<file path="config.mk">
export PLATFORM = sky130hd
export DESIGN_NAME = routerOutputPort
export DESIGN_NICKNAME = d
export VERILOG_FILES = /design/src/hw/nocFlitPkg.sv /design/src/hw/arbStatePkg.sv /design/src/hw/portLinkIf.sv /design/src/hw/grantDataMux.sv /design/src/hw/portQuantumTimer.sv /design/src/hw/routerOutputPort.sv /design/src/hw/switchArbiter.sv
export SDC_FILE = /design/constraint.sdc
export NUM_CORES = 1
export LEC_CHECK = 0
export ABC_AREA = 1
export BUFFER_PORTS_ARGS = -buffer_cell sky130_fd_sc_hd__clkbuf_2
export CORE_ASPECT_RATIO = 0.8
export CORE_MARGIN = 3
export CORE_UTILIZATION = 54
export CTS_BUF_LIST = sky130_fd_sc_hd__clkbuf_8
export DETAILED_ROUTE_END_ITERATION = 12
export GPL_TIMING_DRIVEN = 0
export HOLD_SLACK_MARGIN = 0.03
export PLACE_DENSITY = 0.82
export SLEW_MARGIN = 10
export SYNTH_ARGS = -nofsm -noshare
export SYNTH_HDL_FRONTEND = slang
export SYNTH_HIERARCHICAL = 1
export SYNTH_SLANG_ARGS = --single-unit
</file>
<file path="constraint.sdc">
create_clock -name clk -period 3.94 [get_ports clk]
set_input_delay 0.197 -clock clk [delete_from_list [all_inputs] [get_ports clk]]
set_output_delay 0.197 -clock clk [all_outputs]
set_load 0.05 [all_outputs]
</file>
<file path="src/hw/nocFlitPkg.sv">
`default_nettype none

package nocFlitPkg;

  ////////////////////////////////////////////////////////////
  // router geometry
  ////////////////////////////////////////////////////////////

  localparam int NumPorts = 5;                  // local plus four mesh links.

  // port index order also fixes the idle priority.
  typedef enum logic [2:0]
  {
    PortLocal = 3'd0,
    PortNorth = 3'd1,
    PortEast  = 3'd2,
    PortWest  = 3'd3,
    PortSouth = 3'd4
  } portDirT;

  ////////////////////////////////////////////////////////////
  // flit fields
  ////////////////////////////////////////////////////////////

  localparam int FlitIdWidth = 3;
  localparam int LengthWidth = 12;              // also the quantum counter width.

  // identifier codes.
  localparam logic [FlitIdWidth-1:0] FlitIdHeader = 3'd1;  // carries packet length.

  // other codes (body, tail) pass through untouched.
  // only the header affects switch allocation.

endpackage

`default_nettype wire

</file>
<file path="src/hw/arbStatePkg.sv">
`default_nettype none

package arbStatePkg;
  import nocFlitPkg::*;

  ////////////////////////////////////////////////////////////
  // grant state encoding
  ////////////////////////////////////////////////////////////

  // bit 0 is idle, bit p+1 means port p holds the output.
  typedef logic [NumPorts:0] grantStateT;

  localparam grantStateT StateIdle = grantStateT'(1);

  // one-hot state for a granted port.
  function automatic grantStateT portState(input portDirT port);
    grantStateT st;
    st = '0;
    st[int'(port) + 1] = 1'b1;
    return st;
  endfunction

  // port reached after stepping forward in cyclic order.
  function automatic portDirT rotatePort(input portDirT port, input int unsigned step);
    int unsigned idx;
    idx = (int'(port) + step) % NumPorts;
    return portDirT'(idx);
  endfunction

endpackage

`default_nettype wire

</file>
<file path="src/hw/portLinkIf.sv">
`timescale 1ns/100ps
`default_nettype none

interface portLinkIf
  import nocFlitPkg::*;
#(
  parameter int DataWidth = 32
)
();

  logic                   req;                 // port wants the output.
  logic [FlitIdWidth-1:0] flitId;
  logic [LengthWidth-1:0] length;
  logic [DataWidth-1:0]   data;
  logic                   runTimer;            // holder keeps grant this cycle.
  logic                   timesUp;             // quantum used up.

  modport timerSide
  (
    input  flitId,
    input  length,
    input  runTimer,
    output timesUp
  );

  modport arbSide
  (
    input  req,
    input  timesUp,
    output runTimer
  );

  modport muxSide
  (
    input  data
  );

endinterface

`default_nettype wire

</file>
<file path="src/hw/grantDataMux.sv">
`timescale 1ns/100ps
`default_nettype none

module grantDataMux
  import nocFlitPkg::*;
#(
  parameter int DataWidth = 32
)
(
  input  wire logic [NumPorts-1:0] grant,
  portLinkIf.muxSide               links [NumPorts],
  output logic [DataWidth-1:0]     outData,
  output logic                     outValid
);

  logic [DataWidth-1:0] portData [NumPorts];

  for (genvar p = 0; p < NumPorts; p++)
  begin : gData
    assign portData[p] = links[p].data;
  end

  ////////////////////////////////////////////////////////////
  // and-or select
  ////////////////////////////////////////////////////////////

  // safe only because the grant is one-hot or zero.
  always_comb
  begin
    outData = '0;
    for (int p = 0; p < NumPorts; p++)
    begin
      outData = outData | (portData[p] & {DataWidth{grant[p]}});
    end
  end

  assign outValid = |grant;                     // any owner means valid data.

  // grant comes from the arbiter state register.
  grantOneHot: assert final ($isunknown(grant) || $onehot0(grant))
    else $error("grantDataMux: grant %b selects several ports", grant);

endmodule

`default_nettype wire

</file>
<file path="src/hw/portQuantumTimer.sv">
`timescale 1ns/100ps
`default_nettype none

module portQuantumTimer
  import nocFlitPkg::*;
(
  input  wire logic     clk,
  input  wire logic     rst,
  portLinkIf.timerSide  link
);

  logic [LengthWidth-1:0] quantum;
  logic [LengthWidth-1:0] count;

  ////////////////////////////////////////////////////////////
  // quantum latch
  ////////////////////////////////////////////////////////////

  always_ff @(posedge clk)
  begin
    if (rst)
    begin
      quantum <= '0;
    end
    else if (link.flitId == FlitIdHeader)
    begin
      quantum <= link.length;                   // header carries the packet length.
    end
  end

  ////////////////////////////////////////////////////////////
  // occupancy counter
  ////////////////////////////////////////////////////////////

  // counts only the cycles the arbiter lets this port keep the grant.
  always_ff @(posedge clk)
  begin
    if (rst)
    begin
      count <= '0;
    end
    else if (!link.runTimer)
    begin
      count <= '0;
    end
    else
    begin
      count <= count + 1'b1;
    end
  end

  assign link.timesUp = (count == quantum);

  // arbiter must drop runTimer once the quantum is reached.
  countInQuantum: assert property (
    @(posedge clk) disable iff (rst) link.runTimer |-> (count <= quantum)
  )
    else $error("portQuantumTimer: count %0d beyond quantum %0d", count, quantum);

endmodule

`default_nettype wire

</file>
<file path="src/hw/routerOutputPort.sv">
`timescale 1ns/100ps
`default_nettype none

module routerOutputPort
  import nocFlitPkg::*;
#(
  parameter int DataWidth = 32
)
(
  input  wire logic                                  clk,
  input  wire logic                                  rst,
  input  wire logic [NumPorts-1:0]                   req,
  input  wire logic [NumPorts-1:0][FlitIdWidth-1:0]  flitId,
  input  wire logic [NumPorts-1:0][LengthWidth-1:0]  length,
  input  wire logic [NumPorts-1:0][DataWidth-1:0]    data,
  output logic [NumPorts-1:0]                        grant,
  output logic [DataWidth-1:0]                       outData,
  output logic                                       outValid
);

  portLinkIf #(.DataWidth(DataWidth)) links [NumPorts] ();

  ////////////////////////////////////////////////////////////
  // input ports and quantum timers
  ////////////////////////////////////////////////////////////

  for (genvar p = 0; p < NumPorts; p++)
  begin : gPort
    assign links[p].req    = req[p];
    assign links[p].flitId = flitId[p];
    assign links[p].length = length[p];
    assign links[p].data   = data[p];

    portQuantumTimer portQuantumTimerInst
    (
      .clk  (clk),
      .rst  (rst),
      .link (links[p])
    );
  end

  ////////////////////////////////////////////////////////////
  // allocation and output
  ////////////////////////////////////////////////////////////

  switchArbiter switchArbiterInst
  (
    .clk   (clk),
    .rst   (rst),
    .links (links),
    .grant (grant)
  );

  // grant is registered, so data lags the request by one cycle.
  grantDataMux
  #(
    .DataWidth (DataWidth)
  )
  grantDataMuxInst
  (
    .grant    (grant),
    .links    (links),
    .outData  (outData),
    .outValid (outValid)
  );

endmodule

`default_nettype wire

</file>
<file path="src/hw/switchArbiter.sv">
`timescale 1ns/100ps
`default_nettype none

module switchArbiter
  import nocFlitPkg::*;
  import arbStatePkg::*;
(
  input  wire logic      clk,
  input  wire logic      rst,
  portLinkIf.arbSide     links [NumPorts],
  output logic [NumPorts-1:0] grant
);

  grantStateT          state;
  grantStateT          nextState;
  logic [NumPorts-1:0] req;
  logic [NumPorts-1:0] timesUp;
  logic [NumPorts-1:0] runTimer;
  portDirT             holder;
  logic                holding;

  ////////////////////////////////////////////////////////////
  // per-port link signals
  ////////////////////////////////////////////////////////////

  for (genvar p = 0; p < NumPorts; p++)
  begin : gLink
    assign req[p]            = links[p].req;
    assign timesUp[p]        = links[p].timesUp;
    assign links[p].runTimer = runTimer[p];
  end

  // which port owns the output right now.
  always_comb
  begin
    holder = PortLocal;                         // idle search starts here.
    for (int p = 0; p < NumPorts; p++)
    begin
      if (state[p + 1])
      begin
        holder = portDirT'(p);
      end
    end
  end

  assign holding = |state[NumPorts:1];

  ////////////////////////////////////////////////////////////
  // next state
  ////////////////////////////////////////////////////////////

  // idle searches from local inclusive, a holder from the port after it.
  always_comb
  begin
    int firstStep;
    nextState = StateIdle;
    runTimer  = '0;
    firstStep = state[0] ? 0 : 1;
    if (holding && req[holder] && !timesUp[holder])
    begin
      nextState        = state;                 // keep the grant.
      runTimer[holder] = 1'b1;
    end
    else
    begin
      // walk backwards so the nearest requester wins.
      for (int step = NumPorts - 1; step >= 0; step--)
      begin
        if (step >= firstStep && req[rotatePort(holder, step)])
        begin
          nextState = portState(rotatePort(holder, step));
        end
      end
    end
  end

  ////////////////////////////////////////////////////////////
  // state register
  ////////////////////////////////////////////////////////////

  always_ff @(posedge clk)
  begin
    if (rst)
    begin
      state <= StateIdle;
    end
    else
    begin
      state <= nextState;
    end
  end

  assign grant = state[NumPorts:1];             // drop the idle bit.

  // the registered state must never hold two owners or none.
  stateOneHot: assert property (@(posedge clk) disable iff (rst) $onehot(state))
    else $error("switchArbiter: state %b not one-hot", state);

  // only the holder may advance its quantum timer.
  singleRunTimer: assert property (@(posedge clk) disable iff (rst) $onehot0(runTimer))
    else $error("switchArbiter: runTimer %b has several bits set", runTimer);

endmodule

`default_nettype wire

</file>
==> impl_metrics.env <==
export IMPL_first_global_vias=9340
export IMPL_clock_sinks=126
export IMPL_synth_avg_cell_area_um2=6.16
export IMPL_start_util_pct=56.3
export IMPL_antenna_left=0
export IMPL_setup_slack_ns=1.02
export IMPL_period_share_pct=74.0
export IMPL_critPathCaptureType="flip-flop"
export IMPL_synthCells=1471
export IMPL_required_ns=4.33
export IMPL_synth_enable_flop_cells=0
export IMPL_placed_cell_area_um2=10700
export IMPL_drc=0
export IMPL_setup_violations_final=0
export IMPL_synth_common_cells="525 x nand2_1, 228 x inv_1, 210 x nor2_1, 126 x dfxtp_1, 60 x a211oi_1"
export IMPL_dp_hpwl_mm=20.4
export IMPL_grtUsageTotal_pct=29.2
export IMPL_cts_root_buf="clkbuf_8"
export IMPL_r2r_slack_ns=1.02
export IMPL_portBuffers=279
export IMPL_synth_top_area_share_pct=27.8
export IMPL_clockBufferDepth=2
export IMPL_diodes=0
export IMPL_period_needed_ns=2.92
export IMPL_layout_nets=2074
export IMPL_syn_num_nets=1727
export IMPL_clk_latency_ns=0.45
export IMPL_synth_cell_type_count=35
export IMPL_fp_dieW_um=151
export IMPL_die_h_um=122
export IMPL_timing_fmax_ghz=0.343
export IMPL_ys_flop_type="dfxtp_1"
export IMPL_syn_to_final_growth_pct=28.9
export IMPL_final_hold_viol_count=0
export IMPL_std_cell_rows=41
export IMPL_drt_iter0_drc=637
export IMPL_fin_area_um2=11700
export IMPL_pre_cts_slack_ns=1.10
export IMPL_htreeDepth=4
export IMPL_seq_area_frac_synth_pct=27.8
export IMPL_post_cts_buffers=0
export IMPL_drive_gt1_share_pct=25.0
export IMPL_synth_most_common_cell="nand2_1"
export IMPL_core_area_um2=16100
export IMPL_tightest_slew_ns=0.658
export IMPL_path_clk_slew_ns=0.07
export IMPL_relSlewSlack_pct=56.1
export IMPL_tns_ns=0
export IMPL_whs_path_depth=3
export IMPL_start_kind="flip-flop"
export IMPL_die_area_um2=18400
export IMPL_routed_via_density=4.84
export IMPL_antenna_found_initial=0
export IMPL_power_density_nw_per_um2=570
export IMPL_slew_violations=0
export IMPL_synth_top_cell_by_area="dfxtp_1"
export IMPL_syn_area_um2=9060
export IMPL_maxCapViolations=0
export IMPL_reg2regPathDepth=22
export IMPL_ios=280
export IMPL_worstPathArrival_ns=3.30
export IMPL_yosys_warnings=6
export IMPL_cts_resized=0
export IMPL_cts_buffers=17
export IMPL_gp_routability_congestion=0.931
export IMPL_p_leak_nw=6.10
export IMPL_wl_per_cell_um=13.4
export IMPL_vdd_drop_max_mv=0.345
export IMPL_routed_wl_mm=27.5
export IMPL_async_flop_share_pct=0
export IMPL_grt_overflow_total=0
export IMPL_rsz0062_at_grt="no"
export IMPL_firstDrtPassIters=7
export IMPL_ys_ff_latch=126
export IMPL_grt_first_pass_wirelength_mm=43.3
export IMPL_vias=9907
export IMPL_worstPathMaxFanout=12
export IMPL_hold_buffers=49
export IMPL_crit_type="reg2reg"
export IMPL_grt_max_degree=24
export IMPL_worst_hold_path_type="in2reg"
export IMPL_clock_skew_ns=0.0157
export IMPL_status="finished, final reports clean"
export IMPL_synth_area_top_cells="dfxtp_1 28%, nand2_1 22%, inv_1 9.4%, nor2_1 8.7%, a211oi_1 5.0%"
export IMPL_cts_tree="yes"
[kinds of logic after synthesis]
kind of cell,count (synthesis),synth area share (%)
AO/OA/AOI/OAI,131,9.14
XOR/XNOR,38,3.67
adder cells (fa/ha/maj),14,1.93
buffers and inverters,287,15.1
flip-flops,126,27.8
other,2,0.0829
AND/OR/NAND/NOR,873,42.3
[worst max-delay path: stages (launching register included)]
cell and delay, ns:
dfxtp_1 0.45, inv_2 0.09, nand2_4 0.08, nand2_4 0.07
nand2_4 0.07, buf_6 0.18, inv_1 0.10, ha_1 0.21
inv_1 0.12, nand2_1 0.12, nand2_1 0.08, nand2_1 0.10
nand2_4 0.12, ha_1 0.16, xor2_1 0.18, inv_1 0.09
nor2_1 0.13, a21oi_1 0.10, nor3_1 0.16, nand2_1 0.08
nand2_1 0.07, nand2_1 0.05, nand2_1 0.05
[through the flow]
step / utilization [%] / power [W] / instances / hold WS [ns]
after floorplan: - / 0.00436 / 1471 / 0.259
after global placement: 66.6 / 0.00521 / 1965 / 0.457
after detailed placement: 66.6 / 0.00527 / 1965 / 0.463
after CTS: 72.5 / 0.00662 / 2046 / 0.0304
after global routing: 72.5 / 0.00709 / 2046 / 0.0304
final: 72.5 / 0.00665 / 2046 / 0.0462
[cells in the final DEF (no fill, tap or decap), types with 2 or more instances in the layout]
cell	count
o21ai_1	4
a31oi_1	2
clkinv_4	3
nor2_4	19
inv_2	14
a21oi_2	3
nand3_2	18
clkinv_2	2
nand4_1	4
nand3_1	38
clkbuf_2	279
nand3_4	2
nand2_4	8
a21oi_1	39
xor2_1	22
buf_1	5
xnor2_1	16
a211oi_1	60
nand2_2	35
nand3b_2	5
nor2_1	210
nand2_1	525
inv_1	228
clkinvlp_4	4
buf_12	3
bufinv_16	5
ha_1	14
dfxtp_1	126
inv_4	2
o21ai_0	19
o22ai_1	2
clkbuf_8	18
conb_1	2
buf_4	8
nor3_1	6
buf_6	27
dlygate4sd3_1	49
[where the power goes]
| group | internal (W) | total (W) | switching, W |
|---|---|---|---|
| Clock | 0.000769 | 0.00131 | 0.000539 |
| Sequential | 0.00134 | 0.00140 | 0.0000603 |
| Combinational | 0.00122 | 0.00395 | 0.00273 |
| Total | 0.00333 | 0.00665 | 0.00333 |
[final timing paths]
check,endpoint,startpoint
hold reg to reg,gPort[3].portQuantumTimerInst/quantum[10],gPort[3].portQuantumTimerInst/quantum[10]
setup reg to reg,switchArbiterInst/state[0],switchArbiterInst/state[3]
setup / recovery,switchArbiterInst/state[0],switchArbiterInst/state[3]
hold / removal,gPort[2].portQuantumTimerInst/quantum[10],length[34]
[cell type report]
class	instances	area (um^2)
Multi-Input combinational cell	1058	5170
Fill cell	1381	4430
Sequential cell	126	2520
Timing Repair Buffer	328	1890
Inverter	244	921
Buffer	43	443
Tap cell	215	269
Clock buffer	18	248
Clock inverter	14	216
[flip-flops by register name, indices dropped and copies added, names as in the netlist]
signal,flops
gPort.portQuantumTimerInst/quantum,60
switchArbiterInst/state,6
gPort.portQuantumTimerInst/count,60
[per-layer routing]
layer	vias up	part of all wire (%)	track usage, %	wire (um)
met5	-	0	0	0
met2	353	46	49.1	12700
met4	0	3.5	12.1	964
met1	4355	42	35.6	11700
met3	52	7.9	7.55	2180
li1	5147	-	-	-
No activity file was read; power rests on OpenSTA's default activity.
